===== src/ctrl_pkg.sv =====
package ctrl_pkg;

  typedef logic [2:0] ir_mode_t;   // ir[31:29]
  typedef logic [4:0] reg_addr_t;  // register file index
  typedef logic [2:0] alu_func_t;
  typedef logic [2:0] alu2_sel_t;
  typedef logic [2:0] reg_sel_t;
  typedef logic [2:0] pc_sel_t;

  localparam ir_mode_t MODE_REG    = 3'h0; // register operands
  localparam ir_mode_t MODE_REGIND = 3'h1; // rb plus offset
  localparam ir_mode_t MODE_IMM    = 3'h2; // immediate in low bits

  // opcode field values, ir[28:21]
  localparam logic [7:0] OP_NOP  = 8'h00;
  localparam logic [7:0] OP_CMP  = 8'h02;
  localparam logic [7:0] OP_INC  = 8'h03;
  localparam logic [7:0] OP_DEC  = 8'h04;
  localparam logic [7:0] OP_MOV  = 8'h07;
  localparam logic [7:0] OP_COM  = 8'h08;
  localparam logic [7:0] OP_NEG  = 8'h09;
  localparam logic [7:0] OP_LDA  = 8'h0a; // register-indirect mode
  localparam logic [7:0] OP_JMP  = 8'h0b; // register-indirect mode
  localparam logic [7:0] OP_LDIS = 8'h0c; // immediate mode
  localparam logic [7:0] OP_LDIU = 8'h0d; // immediate mode
  localparam logic [3:0] OP_ALU3_GRP = 4'h2; // 8'h2x, func in low bits
  localparam logic [3:0] OP_BR_GRP   = 4'h0; // 8'h0x in immediate mode

  // branch codes, low nibble of the opcode
  localparam logic [3:0] BR_BRA  = 4'h0;
  localparam logic [3:0] BR_BEQ  = 4'h1;
  localparam logic [3:0] BR_BNE  = 4'h2;
  localparam logic [3:0] BR_BGTU = 4'h3;
  localparam logic [3:0] BR_BGT  = 4'h4;
  localparam logic [3:0] BR_BGE  = 4'h5;
  localparam logic [3:0] BR_BLE  = 4'h6;
  localparam logic [3:0] BR_BLT  = 4'h7;
  localparam logic [3:0] BR_BGEU = 4'h8;
  localparam logic [3:0] BR_BLTU = 4'h9;
  localparam logic [3:0] BR_BLEU = 4'ha;
  localparam logic [3:0] BR_BRN  = 4'hb; // highest legal code

  localparam alu_func_t ALU_ADD = 3'h2;
  localparam alu_func_t ALU_SUB = 3'h3;

  localparam alu2_sel_t ALU2_REG = 3'h0; // second register port
  localparam alu2_sel_t ALU2_IND = 3'h1; // indirect offset from ir
  localparam alu2_sel_t ALU2_ONE = 3'h2; // constant one

  localparam reg_sel_t REGSEL_ALU  = 3'h0;
  localparam reg_sel_t REGSEL_NEG  = 3'h2;
  localparam reg_sel_t REGSEL_COM  = 3'h3;
  localparam reg_sel_t REGSEL_MOV  = 3'h4;
  localparam reg_sel_t REGSEL_IMMS = 3'h5; // sign-extended 16 bit
  localparam reg_sel_t REGSEL_IMMU = 3'h6; // zero-extended 16 bit

  localparam pc_sel_t PC_HOLD = 3'h0;
  localparam pc_sel_t PC_INC  = 3'h1;
  localparam pc_sel_t PC_REL  = 3'h3; // relative branch target
  localparam pc_sel_t PC_ALU  = 3'h4; // jump to alu result

  typedef struct packed {
    logic carry;
    logic negative;
    logic overflow;
    logic zero;
  } ccr_t;

  typedef enum logic [3:0] {
    CLS_NOP, CLS_CMP, CLS_INC, CLS_DEC, CLS_MOV, CLS_COM, CLS_NEG,
    CLS_ALU3, CLS_BRANCH, CLS_LDIS, CLS_LDIU, CLS_LDA, CLS_JMP,
    CLS_ILLEGAL
  } op_class_e;

  typedef struct packed {
    op_class_e  op_class;
    alu_func_t  alu_func;
    reg_addr_t  ra;
    reg_addr_t  rb;
    reg_addr_t  rc;
    logic [3:0] branch_code;
  } decoded_t;

  typedef struct packed {
    logic      ir_write;
    logic      ccr_write;
    alu_func_t alu_func;
    alu2_sel_t alu2sel;
    reg_sel_t  regsel;
    reg_addr_t reg_read_addr1;
    reg_addr_t reg_read_addr2;
    reg_addr_t reg_write_addr;
    logic      reg_write;
    pc_sel_t   pcsel;
    logic      bus_read;
  } ctrl_word_t;

endpackage

===== src/control_unit.sv =====
`timescale 1ns/1ps

module control_unit import ctrl_pkg::*; (
  input  logic        clock,
  input  logic        reset_n,
  input  logic [31:0] ir,
  input  ccr_t        ccr,
  input  logic        bus_wait,
  output ctrl_word_t  ctrl,
  output logic        fault
);

  decoded_t dec;   // fields and class of the current ir
  logic     taken; // branch condition met

  ir_decoder i_ir_decoder (
    .ir  (ir),
    .dec (dec)
  );

  branch_cond i_branch_cond (
    .branch_code (dec.branch_code),
    .ccr         (ccr),
    .taken       (taken)
  );

  control_sequencer i_control_sequencer (
    .clock    (clock),
    .reset_n  (reset_n),
    .dec      (dec),
    .taken    (taken),
    .bus_wait (bus_wait),
    .ctrl     (ctrl),
    .fault    (fault)
  );

endmodule


===== src/control_sequencer.sv =====
`timescale 1ns/1ps

module control_sequencer import ctrl_pkg::*; (
  input  logic       clock,
  input  logic       reset_n,
  input  decoded_t   dec,
  input  logic       taken,
  input  logic       bus_wait,
  output ctrl_word_t ctrl,
  output logic       fault
);

  typedef enum logic [1:0] {
    RESET,
    FETCH,
    EVAL,
    FAULT
  } state_e;

  state_e     state;
  state_e     state_next;
  logic [1:0] step;      // sub-cycle within fetch or eval
  logic [1:0] step_next;
  logic       two_step;  // class needs a write-back cycle

  always_ff @(posedge clock or negedge reset_n) begin
    if (!reset_n) begin
      state <= RESET;
      step  <= 2'd0;
    end else begin
      state <= state_next;
      step  <= step_next;
    end
  end

  always_comb begin
    case (dec.op_class)
      CLS_INC, CLS_DEC, CLS_ALU3, CLS_LDA, CLS_JMP: two_step = 1'b1;
      default: two_step = 1'b0;
    endcase
  end

  // next state and step
  always_comb begin
    state_next = state;
    step_next  = step;
    case (state)
      RESET: state_next = FETCH;
      FETCH: begin
        case (step)
          2'd0: begin
            if (!bus_wait) begin
              step_next = 2'd1; // bus granted
            end
          end
          2'd1: step_next = 2'd2;
          2'd2: begin
            step_next  = 2'd0;
            state_next = EVAL;
          end
          default: state_next = FAULT;
        endcase
      end
      EVAL: begin
        if (dec.op_class == CLS_ILLEGAL) begin
          state_next = FAULT;
        end else if (two_step && step == 2'd0) begin
          step_next = 2'd1; // setup done, write back next
        end else if (step > 2'd1) begin
          state_next = FAULT;
        end else begin
          step_next  = 2'd0;
          state_next = FETCH;
        end
      end
      FAULT: state_next = FAULT; // only reset leaves
      default: state_next = FAULT;
    endcase
  end

  // control word
  always_comb begin
    ctrl                = '0;
    ctrl.alu_func       = ALU_ADD;
    ctrl.alu2sel        = ALU2_REG;
    ctrl.regsel         = REGSEL_ALU;
    ctrl.reg_read_addr1 = dec.ra;
    ctrl.reg_read_addr2 = dec.rb;
    ctrl.reg_write_addr = dec.ra;
    ctrl.pcsel          = PC_HOLD;

    case (state)
      FETCH: begin
        case (step)
          2'd0: ctrl.bus_read = 1'b1; // request instruction word
          2'd1: begin
            ctrl.bus_read = 1'b1;     // keep bus while latching
            ctrl.ir_write = 1'b1;
          end
          2'd2: ctrl.pcsel = PC_INC;
          default: ctrl.pcsel = PC_HOLD;
        endcase
      end
      EVAL: begin
        case (dec.op_class)
          CLS_CMP: begin
            ctrl.alu_func  = ALU_SUB;
            ctrl.ccr_write = 1'b1;
          end
          CLS_INC, CLS_DEC: begin
            ctrl.alu2sel   = ALU2_ONE; // ra +/- 1
            ctrl.alu_func  = (dec.op_class == CLS_DEC) ? ALU_SUB : ALU_ADD;
            ctrl.reg_write = (step == 2'd1);
          end
          CLS_MOV: begin
            ctrl.regsel    = REGSEL_MOV;
            ctrl.reg_write = 1'b1;
          end
          CLS_COM: begin
            ctrl.regsel    = REGSEL_COM;
            ctrl.reg_write = 1'b1;
          end
          CLS_NEG: begin
            ctrl.regsel    = REGSEL_NEG;
            ctrl.reg_write = 1'b1;
          end
          CLS_ALU3: begin
            ctrl.alu_func       = dec.alu_func;
            ctrl.reg_read_addr1 = dec.rb;
            ctrl.reg_read_addr2 = dec.rc;
            ctrl.reg_write      = (step == 2'd1);
          end
          CLS_BRANCH: begin
            if (taken) begin
              ctrl.pcsel = PC_REL;
            end
          end
          CLS_LDIS: begin
            ctrl.regsel    = REGSEL_IMMS;
            ctrl.reg_write = 1'b1;
          end
          CLS_LDIU: begin
            ctrl.regsel    = REGSEL_IMMU;
            ctrl.reg_write = 1'b1;
          end
          CLS_LDA: begin
            ctrl.reg_read_addr1 = dec.rb; // address is rb + offset
            ctrl.alu2sel        = ALU2_IND;
            ctrl.reg_write      = (step == 2'd1);
          end
          CLS_JMP: begin
            ctrl.reg_read_addr1 = dec.rb;
            ctrl.alu2sel        = ALU2_IND;
            if (step == 2'd1) begin
              ctrl.pcsel = PC_ALU; // pc <= rb + offset
            end
          end
          default: ctrl.pcsel = PC_HOLD; // nop and illegal do nothing
        endcase
      end
      default: ctrl.pcsel = PC_HOLD; // reset and fault stay quiet
    endcase
  end

  assign fault = (state == FAULT);

endmodule


===== src/branch_cond.sv =====
`timescale 1ns/1ps

module branch_cond import ctrl_pkg::*; (
  input  logic [3:0] branch_code,
  input  ccr_t       ccr,
  output logic       taken
);

  logic signed_lt; // n xor v, signed less-than after cmp

  assign signed_lt = ccr.negative ^ ccr.overflow;

  always_comb begin
    case (branch_code)
      BR_BRA:  taken = 1'b1;
      BR_BEQ:  taken = ccr.zero;
      BR_BNE:  taken = ~ccr.zero;
      BR_BGTU: taken = ~(ccr.zero | ccr.carry);
      BR_BGT:  taken = ~(ccr.zero | signed_lt);
      BR_BGE:  taken = ~signed_lt;
      BR_BLE:  taken = ccr.zero | signed_lt;
      BR_BLT:  taken = signed_lt;
      BR_BGEU: taken = ~ccr.carry;
      BR_BLTU: taken = ccr.carry;
      BR_BLEU: taken = ccr.carry | ccr.zero;
      BR_BRN:  taken = 1'b0; // branch never
      default: taken = 1'b0; // decoder flags these illegal
    endcase
  end

endmodule


===== src/ir_decoder.sv =====
`timescale 1ns/1ps

module ir_decoder import ctrl_pkg::*; (
  input  logic [31:0] ir,
  output decoded_t    dec
);

  ir_mode_t   mode;
  logic [7:0] op;
  op_class_e  op_class;

  assign mode = ir[31:29];
  assign op   = ir[28:21];

  always_comb begin
    op_class = CLS_ILLEGAL; // anything not matched below
    case (mode)
      MODE_REG: begin
        case (op)
          OP_NOP: op_class = CLS_NOP;
          OP_CMP: op_class = CLS_CMP;
          OP_INC: op_class = CLS_INC;
          OP_DEC: op_class = CLS_DEC;
          OP_MOV: op_class = CLS_MOV;
          OP_COM: op_class = CLS_COM;
          OP_NEG: op_class = CLS_NEG;
          default: begin
            if (op[7:4] == OP_ALU3_GRP) begin
              op_class = CLS_ALU3; // rA <= rB func rC
            end
          end
        endcase
      end
      MODE_IMM: begin
        if (op[7:4] == OP_BR_GRP && op[3:0] <= BR_BRN) begin
          op_class = CLS_BRANCH;
        end else if (op == OP_LDIS) begin
          op_class = CLS_LDIS;
        end else if (op == OP_LDIU) begin
          op_class = CLS_LDIU;
        end
      end
      MODE_REGIND: begin
        case (op)
          OP_LDA: op_class = CLS_LDA;
          OP_JMP: op_class = CLS_JMP;
          default: op_class = CLS_ILLEGAL;
        endcase
      end
      default: op_class = CLS_ILLEGAL; // direct mode and unused modes
    endcase
  end

  always_comb begin
    dec.op_class    = op_class;
    dec.alu_func    = op[2:0];   // only meaningful for alu3
    dec.ra          = ir[20:16];
    dec.rb          = ir[15:11];
    dec.rc          = ir[10:6];
    dec.branch_code = op[3:0];
  end

endmodule


===== config.mk =====
export PLATFORM = sky130hd
export DESIGN_NAME = control_unit
export DESIGN_NICKNAME = d
export VERILOG_FILES = /design/src/ctrl_pkg.sv /design/src/control_unit.sv /design/src/control_sequencer.sv /design/src/branch_cond.sv /design/src/ir_decoder.sv
export SDC_FILE = /design/constraint.sdc
export NUM_CORES = 1
export LEC_CHECK = 0
export BUFFER_PORTS_ARGS = -buffer_cell sky130_fd_sc_hd__buf_2
export CAP_MARGIN = 30
export CELL_PAD_IN_SITES_DETAIL_PLACEMENT = 1
export CELL_PAD_IN_SITES_GLOBAL_PLACEMENT = 1
export CORE_MARGIN = 4
export CORE_UTILIZATION = 34
export DETAILED_ROUTE_END_ITERATION = 16
export PLACE_DENSITY = 0.89
export SYNTH_ARGS = -nofsm -noshare
export SYNTH_HDL_FRONTEND = slang
export SYNTH_HIERARCHICAL = 1
export SYNTH_SLANG_ARGS = --single-unit

===== constraint.sdc =====
create_clock -name clock -period 5.8 [get_ports clock]
set_clock_uncertainty 0.15 [all_clocks]
set_input_delay 0.58 -clock clock [delete_from_list [all_inputs] [get_ports clock]]
set_output_delay 0.58 -clock clock [all_outputs]
set_load 0.02 [all_outputs]

### Word-level counts from Yosys, hierarchy flattened

Cells that the tools add are included.

* magnitude comparators: 2
* equal/unequal tests: 47
* muxes and demuxes: 39
* bitwise gates (word level): 8
* reduce and logical (&&, ||, !) cells: 18

Operators with widths (number)
* $eq 8x4->1 const B: 6
* $eq 4x4->1 const B: 9
* $eq 4x3->1 const B: 8
* $pmux 4 s7: 1
* $eq 4x2->1 const B: 5
* $mux 20: 1
* $pmux 3 s2: 3
* $eq 8x2->1 const B: 2
* $eq 8x3->1 const B: 2
* $mux 2: 8
* $pmux 3 s5: 1
* $mux 4: 3
* $pmux 2 s2: 3
* $pmux 4 s3: 1
* $pmux 1 s11: 1
* $mux 5: 2
* $reduce_or 5->1: 2
* $mux 1: 9
* $pmux 3 s3: 1
* $eq 4x1->1 const B: 2
* $logic_not 4->1: 2
* $logic_not 8->1: 1
* $pmux 2 s4: 1
* $eq 2x2->1 const B: 3
* 24 further kinds: 37

* register bits: 4
* bits of input ports: 39
* logic and storage cells: 116

### Depth between registers and ports, before layout

Gate-level depths: netlist (run 1).

* depth in word-level cells: 12
* mapped depth: 10
* mapped depth without buffers: 8

### Hierarchy

Netlist (run 1), hierarchy kept.

By module, submodules not included
* control_sequencer: times used 1, cells an instance 109, area an instance 905.9 um^2
* ir_decoder: times used 1, cells an instance 61, area an instance 414.1 um^2
* branch_cond: times used 1, cells an instance 13, area an instance 88.8 um^2

### Worst setup path after synthesis (run 1)

Ideal clock, no wire load.

* kind: input -> output
* start point: input ir[26]
* end point: output ctrl[15] (netlist name)
* arrival time: 2858 ps
* required time: 5070 ps
* slack: 2212 ps
* stages on the path: 8
* cell sequence: or4_4 nor3_2 a31oi_1 a221o_1 or3b_4 a21oi_4 a41oi_4 mux2_4

RTL lines
* start, declared: RTL line control_unit.sv:6 `input logic [31:0] ir,`
* end, declared: RTL line control_unit.sv:9 `output ctrl_word_t ctrl,`

==> results.json, run 1 <==
{
  "layout-drive-gt1-share_pct": 41.1,
  "finalMaxSlewViolations": 0,
  "rr_startpoint": "i_control_sequencer/state[0]$_DFFE_PN0P_",
  "fin_setup_tns_ps": 0,
  "r2r_cells": 5,
  "synth.net_count": 229,
  "clk_path_buf_depth": 2,
  "cap_viol_max_count": 0,
  "path_clk_slew_ps": 30,
  "hp-class": "input port to asynchronous set/reset pin",
  "cp.arrival_ps": 3350,
  "synth_top_area_share_pct": 17.1,
  "netlist_area_mm2": 0.00141,
  "core_area_mm2": 0.00400,
  "critPathMaxFanout": 13,
  "setup_slack_ps": 1720,
  "cp.required_ps": 5070,
  "reg2reg_to": "i_control_sequencer/step[0]$_DFFE_PN0P_",
  "gp_congestion": 0.837,
  "cts_tree": "built",
  "drt_iter0_markers": 56,
  "seqCellArea_um2": 100,
  "slew_headroom_pct": 58.8,
  "die_w_um": 72.4,
  "final_cells": 264,
  "yosys_warnings": 6,
  "reg2reg_slack_ps": 3650,
  "hold_buffers": 0,
  "grt_pass1_wl_mm": 6.18,
  "avgSynthCellArea_um2": 7.70,
  "min_period_ps": 4080,
  "worstSetupPathType": "input port to output port",
  "preCtsSetupSlack_ps": 1710,
  "grt_setup_unrepaired": "no",
  "drtAntennaViolNets": 0,
  "dp_hpwl_mm": 3.06,
  "routed_wl_mm": 3.84,
  "start_kind": "input port",
  "rows": 23,
  "vdd.ir_drop.worst_mv": 0.0564,
  "via_per_inst": 5.25,
  "syn2layout_area_growth_pct": 12.0,
  "hold_viol": 0,
  "multi_input_area_mm2": 0.00101,
  "setup_viol": 0,
  "synth-edff-count": 0,
  "ios": 71,
  "antenna_found_initial": 0,
  "avgRoutedWirePerCell_um": 14.5,
  "synth_largest_area_cell": "buf_4",
  "power_mw": 0.143,
  "post_cts_buffers": 0,
  "drc": 0,
  "antenna_cells": 0,
  "fillers": 529,
  "synthCells": 183,
  "clock_latency_ps": 220,
  "cts-resized-gates": 0,
  "clkSinkCount": 4,
  "numCtsBuffers": 3,
  "synth_cell_types": 59,
  "end_kind": "output port",
  "status": "completed",
  "async_flop_share_pct": 100,
  "grt_pass1_vias": 1386,
  "worst_slew_pin_slew_ps": 619,
  "start_util_pct": 35.2,
  "synthFlopType": "dfrtp_1",
  "htreeDepth": 1,
  "power.density_mw_per_mm2": 90.9,
  "cts_root_buf": "clkbuf_8",
  "synth-seq-area-share_pct": 7.10,
  "max_freq_ghz": 0.245,
  "p_leak_nw": 0.762,
  "finalCritPeriodShare_pct": 70.4,
  "netlist_top_cells_count": "32 x buf_4, 13 x nand2_1, 12 x inv_1, 11 x nor2_1, 8 x o21ai_0",
  "overflow": 0,
  "die-height_um": 72.4,
  "ys_ff_latch": 4,
  "portBuffers": 63,
  "vias": 1385,
  "drt_pass1_iterations": 4,
  "synth.most_common_cell": "buf_4",
  "grt_usage_pct": 14.3,
  "fp.dieArea_mm2": 0.00524,
  "grt_max_degree": 18,
  "nets": 262,
  "yosys-top-cells-area": "buf_4 17%, dfrtp_1 7.1%, ha_1 6.2%",
  "dp_cells": 261
}
==> power by group <==
part           leakage (nW)  total, mW  internal [mW]  switching (mW)
Combinational         0.700     0.0559         0.0242          0.0317
Sequential           0.0402     0.0281         0.0281               0
Clock                0.0216     0.0594         0.0443          0.0151
==> registers in the layout, summed over array words and instances, names as in the netlist <==
register	count
i_control_sequencer/state	2
i_control_sequencer/step	2
==> placed cells by master, fill, tap and decap left out, types with 3 or more instances in the layout <==
master    count
mux2_1        4
and2_1        3
a21oi_1       3
a31oi_1       4
ha_1          7
nor2b_1       6
nand2_1      13
inv_1        12
mux2_2        3
mux2_4        5
buf_2        63
nand2b_1      4
dfrtp_1       4
clkbuf_8      3
o211ai_1      3
nand3_1       4
nor2_1       11
xor2_1        3
o21ai_0       8
==> area by class of cell <==
cell class	instances	area share (%)
clock buffer	3	2.62
inverter	12	2.85
multi-input combinational	131	63.8
sequential	4	6.34
tap	50	3.97
timing repair buffer	64	20.5
==> stage by stage <==
stage	instance area (um2)	hold WS [ps]	util (%)
after global placement	1540	236	38.4
after CTS	1580	6.83	39.4
after floorplan	1410	134	-
after global routing	1580	7.92	39.4
final	1580	11.0	39.4
after detailed placement	1540	242	38.4
==> metal layers <==
layer,global-route usage (%),vias to the layer above,routed length (um)
met1,17.6,633,1640
met4,1.64,0,44
met3,4.29,4,315
met2,25.5,56,1840
met5,0,-,0
li1,-,692,-
==> worst max path at each step <==
stage	startpoint	to	cells past startpoint
2_1_floorplan	ir[26]	ctrl[15]	8
3_3_place_gp	ir[26]	ctrl[17]	10
3_5_place_dp	ir[26]	ctrl[17]	10
4_1_cts	ir[26]	ctrl[17]	10
5_1_grt	ir[26]	ctrl[15]	10
6_report	ir[26]	ctrl[15]	10
==> worst max-delay path, stage by stage <==
cell,delay (ps)
buf_2,120
or4_4,550
nor3_2,200
a31oi_1,100
a221o_1,560
or3b_4,460
a21oi_4,160
a41oi_4,90
mux2_4,360
buf_2,160
==> cells by family after synthesis <==
group | Yosys count | synth area share, %
other | 1 | 0.266
muxes | 12 | 10.9
DFF | 4 | 7.11
xor gates and xnor gates | 5 | 3.11
buffers and inverters | 48 | 21.5
and+or+nand+nor | 65 | 27.8
AOI/OAI and AO/OA | 41 | 23.1
adders and majority gates | 7 | 6.22
No activity file was read; power rests on OpenSTA's default activity.
==> run 2, diff against run 1 <==
--- a/config.mk
+++ b/config.mk
@@ -10,9 +10,9 @@
 export CELL_PAD_IN_SITES_DETAIL_PLACEMENT = 1
 export CELL_PAD_IN_SITES_GLOBAL_PLACEMENT = 1
 export CORE_MARGIN = 4
-export CORE_UTILIZATION = 34
+export CORE_UTILIZATION = 29
 export DETAILED_ROUTE_END_ITERATION = 16
-export PLACE_DENSITY = 0.89
+export PLACE_DENSITY = 0.81
 export SYNTH_ARGS = -nofsm -noshare
 export SYNTH_HDL_FRONTEND = slang
 export SYNTH_HIERARCHICAL = 1
==> constraint.sdc (replaced) <==
create_clock -name clock -period 3.6 [get_ports clock]
set_clock_uncertainty 0.15 [all_clocks]
set_input_delay 0.36 -clock clock [delete_from_list [all_inputs] [get_ports clock]]
set_output_delay 0.36 -clock clock [all_outputs]
set_load 0.02 [all_outputs]
==> run 2 against run 1 <==
Effect of this change: design area increased by 4.0%; via count increased by 2.4%; worst setup slack got worse by 1600 ps; sequential power increased by 61%; total power is 62% higher; global-route usage fell by 1.2 points; flip-flop and latch count stayed put; routed wire length grew 3.7%; critical path type unchanged.
==> results.json, run 2 (synthesis gave the netlist of run 1 again) <==
{
  "via_per_inst": 4.96,
  "antenna_found_initial": 0,
  "multi_input_area_mm2": 0.00101,
  "drtAntennaViolNets": 0,
  "grt_pass1_wl_mm": 6.77,
  "rows": 25,
  "grt_pass1_vias": 1517,
  "portBuffers": 63,
  "final_cell_area_mm2": 0.00164,
  "start_kind": "input port",
  "final_cells": 286,
  "vias": 1418,
  "drt_pass1_iterations": 4,
  "fin_hold_ws_ps": 348,
  "setup_viol": 0,
  "overflow": 0,
  "numCtsBuffers": 3,
  "finalCritPeriodShare_pct": 96.5,
  "grt_setup_unrepaired": "no",
  "core_area_mm2": 0.00472,
  "end_kind": "output port",
  "routed_wl_mm": 3.98,
  "clkSinkCount": 4,
  "p_leak_nw": 0.785,
  "cts_tree": "built",
  "syn2layout_area_growth_pct": 16.4,
  "status": "completed",
  "post-route-util_pct": 34.7,
  "worst_slew_pin_slew_ps": 632,
  "layout-drive-gt1-share_pct": 42.5,
  "dp_hpwl_mm": 3.25,
  "power.density_mw_per_mm2": 142,
  "max_freq_ghz": 0.288,
  "clock_latency_ps": 220,
  "min_period_ps": 3470,
  "nets": 267,
  "grt.met3_usage_pct": 1.86,
  "rr_startpoint": "i_control_sequencer/state[0]$_DFFE_PN0P_",
  "grt_usage_pct": 13.1,
  "cp.required_ps": 3090,
  "cp.arrival_ps": 2960,
  "fin_setup_tns_ps": 0,
  "slew_headroom_pct": 57.8,
  "preCtsSetupSlack_ps": 55.1,
  "antenna_cells": 0,
  "post_cts_buffers": 0,
  "grt-busiest-layer": "met2",
  "fillers": 606,
  "die_w_um": 77.7,
  "crit_start": "ir[26]",
  "use_met1_pct": 16.6,
  "avgRoutedWirePerCell_um": 13.9,
  "path_clk_slew_ps": 30,
  "worstSetupPathType": "input port to output port",
  "top_regs": "i_control_sequencer/state x2, i_control_sequencer/step x2",
  "grtUsageMet2_pct": 24.1,
  "grt_max_degree": 18,
  "dpl_cell_area_mm2": 0.00159,
  "htreeDepth": 1,
  "setup_slack_ps": 126,
  "critPathMaxFanout": 7,
  "seqCellArea_um2": 100,
  "dp_cells": 282,
  "start_util_pct": 29.8,
  "hp-class": "input port to asynchronous set/reset pin",
  "ios": 71,
  "hold_viol": 0,
  "die-height_um": 77.7,
  "finalMaxSlewViolations": 0,
  "gp_congestion": 0.825,
  "cts_root_buf": "clkbuf_8",
  "drt_iter0_markers": 67,
  "vdd.ir_drop.worst_mv": 0.110,
  "layout_common_cells": "63 x buf_2, 13 x nand2_1, 12 x inv_1",
  "clk_path_buf_depth": 2,
  "layout_commonest_cell": "buf_2",
  "power_mw": 0.232,
  "fp.dieArea_mm2": 0.00604,
  "cap_viol_max_count": 0,
  "drc": 0
}
-- run 2: area by class of cell --
type,instances,share of cell area (%)
clock buffers,3,2.52
inverters,12,2.75
repair buffers,69,22.1
flip-flops and latches,4,6.10
well taps,67,5.11
multi-input cells,131,61.4
-- run 2: what timing repair did --
| item | in CTS | in global routing |
|---|---|---|
| setup endpoints to repair | 0 | 5 |
| hold endpoints to repair | 4 | 0 |
| resized for setup | 0 | 1 |
| hold buffers | 1 | 0 |
-- run 2: routing by layer --
| layer | share of wire, % | vias up | routed length (um) |
|---|---|---|---|
| met5 | 0 | - | 0 |
| met4 | 0 | 0 | 0 |
| met3 | 5.4 | 0 | 215 |
| met2 | 49 | 51 | 1970 |
| met1 | 45 | 672 | 1800 |
| li1 | - | 695 | - |
-- run 2: power breakdown --
group / switching [mW] / internal [mW]
Clock: 0.0243 / 0.0714
Combinational: 0.0509 / 0.0407
Sequential: 0 / 0.0453
Total: 0.0751 / 0.157
-- run 2: critical path: stages --
cell     delay [ps]
buf_2           120
or4_4           550
nor3_2          190
a31oi_1         110
a221o_2         440
or3b_4          400
a21oi_4         170
a41oi_4          90
mux2_4          370
buf_2           160
-- run 2: worst paths after layout --
| check | end | slack, ps | cells past startpoint |
|---|---|---|---|
| max in group asynchronous | i_control_sequencer/step[0]$_DFFE_PN0P_ | 2830 | 2 |
| min | i_control_sequencer/state[0]$_DFFE_PN0P_ | 350 | 2 |
| max | ctrl[17] | 130 | 10 |
| max reg2reg | i_control_sequencer/state[0]$_DFFE_PN0P_ | 1370 | 5 |
| min reg2reg | i_control_sequencer/step[0]$_DFFE_PN0P_ | 380 | 1 |
| min in group clock | i_control_sequencer/step[0]$_DFFE_PN0P_ | 380 | 1 |
==> run 3, diff against run 2 <==
--- a/config.mk
+++ b/config.mk
@@ -12,7 +12,7 @@
 export CORE_MARGIN = 4
 export CORE_UTILIZATION = 29
 export DETAILED_ROUTE_END_ITERATION = 16
-export PLACE_DENSITY = 0.81
+export PLACE_DENSITY = 0.84
 export SYNTH_ARGS = -nofsm -noshare
 export SYNTH_HDL_FRONTEND = slang
 export SYNTH_HIERARCHICAL = 1
==> run 3 against run 2 <==
Effect of this change: core utilization is 0.079 points lower; count of clock-buffer cells in the layout stayed put; fmax increased by 1.4%; register-to-register slack barely moved; worst setup slack better by 48 ps; routed wire length grew 2.2%.
==> results.json, run 3 (synthesis gave the netlist of run 1 again) <==
{
  "status": "completed",
  "final_cells": 284,
  "drc": 0,
  "drtAntennaViolNets": 0,
  "antenna_cells": 0,
  "clock_latency_ps": 220,
  "path_clk_slew_ps": 30,
  "drt_iter0_markers": 76,
  "grt_pass1_vias": 1439,
  "min_period_ps": 3430,
  "end_kind": "output port",
  "final_cell_area_mm2": 0.00164,
  "die_w_um": 77.7,
  "die-height_um": 77.7,
  "htreeDepth": 1,
  "nets": 265,
  "clk_path_buf_depth": 2,
  "layout_common_cells": "63 x buf_2, 13 x nand2_1, 12 x inv_1",
  "reg2reg_slack_ps": 1360,
  "top_regs": "i_control_sequencer/state x2, i_control_sequencer/step x2",
  "numCtsBuffers": 3,
  "cts_tree": "built",
  "via_per_inst": 4.99,
  "grt_setup_unrepaired": "no",
  "power_mw": 0.236,
  "power.density_mw_per_mm2": 144,
  "syn2layout_area_growth_pct": 16.2,
  "hp-class": "input port to asynchronous set/reset pin",
  "hold_viol": 0,
  "grt_usage_pct": 13.5,
  "slew_headroom_pct": 56.1,
  "crit_start": "ir[26]",
  "vias": 1418,
  "routed_wl_mm": 4.07,
  "setup_viol": 0,
  "layout_commonest_cell": "buf_2",
  "dpl_cell_area_mm2": 0.00159,
  "antenna_found_initial": 0,
  "fp.dieArea_mm2": 0.00604,
  "start_kind": "input port",
  "gp_congestion": 0.820,
  "grt_max_degree": 18,
  "layout-drive-gt1-share_pct": 41.5,
  "max_freq_ghz": 0.292,
  "p_leak_nw": 0.777,
  "rows": 25,
  "dp_hpwl_mm": 3.18,
  "cts_root_buf": "clkbuf_8",
  "grt_pass1_wl_mm": 6.84,
  "avgRoutedWirePerCell_um": 14.3,
  "clkSinkCount": 4,
  "r2r_cells": 5,
  "worst_slew_pin_slew_ps": 658,
  "portBuffers": 63,
  "drt_pass1_iterations": 4,
  "endpoint": "ctrl[15]",
  "rr_startpoint": "i_control_sequencer/state[0]$_DFFE_PN0P_",
  "start_util_pct": 29.8,
  "fin_setup_tns_ps": 0,
  "fin_hold_ws_ps": 330,
  "finalMaxSlewViolations": 0,
  "cp.required_ps": 3090,
  "core_area_mm2": 0.00472,
  "reg2reg_to": "i_control_sequencer/step[0]$_DFFE_PN0P_",
  "dp_cells": 280,
  "finalCritPeriodShare_pct": 95.2,
  "overflow": 0,
  "ios": 71,
  "cp.arrival_ps": 2920,
  "cap_viol_max_count": 0,
  "critPathMaxFanout": 5,
  "vdd.ir_drop.worst_mv": 0.0870,
  "worstSetupPathType": "input port to output port"
}
[run 3: cell types whose count changed in the layout (fill, tap and decap cells not counted), sizes merged]
cell	before	now
buf	68	66
[run 3: metrics by stage]
stage,util [%],setup slack [ps]
2_1_floorplan,-,452
3_3_place_gp,33.6,194
3_5_place_dp,33.6,141
4_1_cts,34.6,141
5_1_grt,34.6,61.8
6_report,34.6,173
[run 3: worst min path at each step]
stage                     startpoint                                        to  slack (ps)  cells past startpoint
after floorplan              reset_n  i_control_sequencer/state[0]$_DFFE_PN0P_         -90                      0
after global placement       reset_n   i_control_sequencer/step[1]$_DFFE_PN0P_          10                      1
after detailed placement     reset_n   i_control_sequencer/step[1]$_DFFE_PN0P_          20                      1
after CTS                    reset_n   i_control_sequencer/step[1]$_DFFE_PN0P_         340                      2
after global routing         reset_n   i_control_sequencer/step[1]$_DFFE_PN0P_         340                      2
final                        reset_n   i_control_sequencer/step[1]$_DFFE_PN0P_         330                      2
[run 3: critical path, stage by stage]
cell     delay [ps]
buf_2           120
or4_4           540
nor3_2          210
a31oi_1         110
a221o_1         390
or3b_4          390
a21oi_4         160
a41oi_4          90
mux2_4          370
buf_2           160
[run 3: area by class of cell]
| type | instances | area (um2) |
|---|---|---|
| fillers | 612 | 3090 |
| multi-input cells | 131 | 1010 |
| flip-flops and latches | 4 | 100 |
| repair buffers | 67 | 360 |
| inverters | 12 | 45.0 |
| well taps | 67 | 83.8 |
| clock buffers | 3 | 41.3 |
[run 3: repair_timing]
| item | 4_1_cts | 5_1_grt |
|---|---|---|
| buffers inserted | 0 | 0 |
| resized for setup | 0 | 0 |
| hold buffers | 1 | 0 |
| endpoints found under the hold margin | 4 | 0 |
[run 3: metal layers]
| layer | GRT usage (%) | vias to the layer above | wire length [um] |
|---|---|---|---|
| met5 | 0 | - | 0 |
| met2 | 22.5 | 57 | 1930 |
| li1 | - | 695 | - |
| met4 | 3.74 | 0 | 53 |
| met1 | 17.6 | 659 | 1820 |
| met3 | 2.55 | 7 | 268 |
[run 3: power breakdown]
| group | internal [mW] | switching (mW) |
|---|---|---|
| clock network | 0.0715 | 0.0261 |
| registers | 0.0453 | 0 |
| logic | 0.0406 | 0.0520 |
| total | 0.157 | 0.0781 |
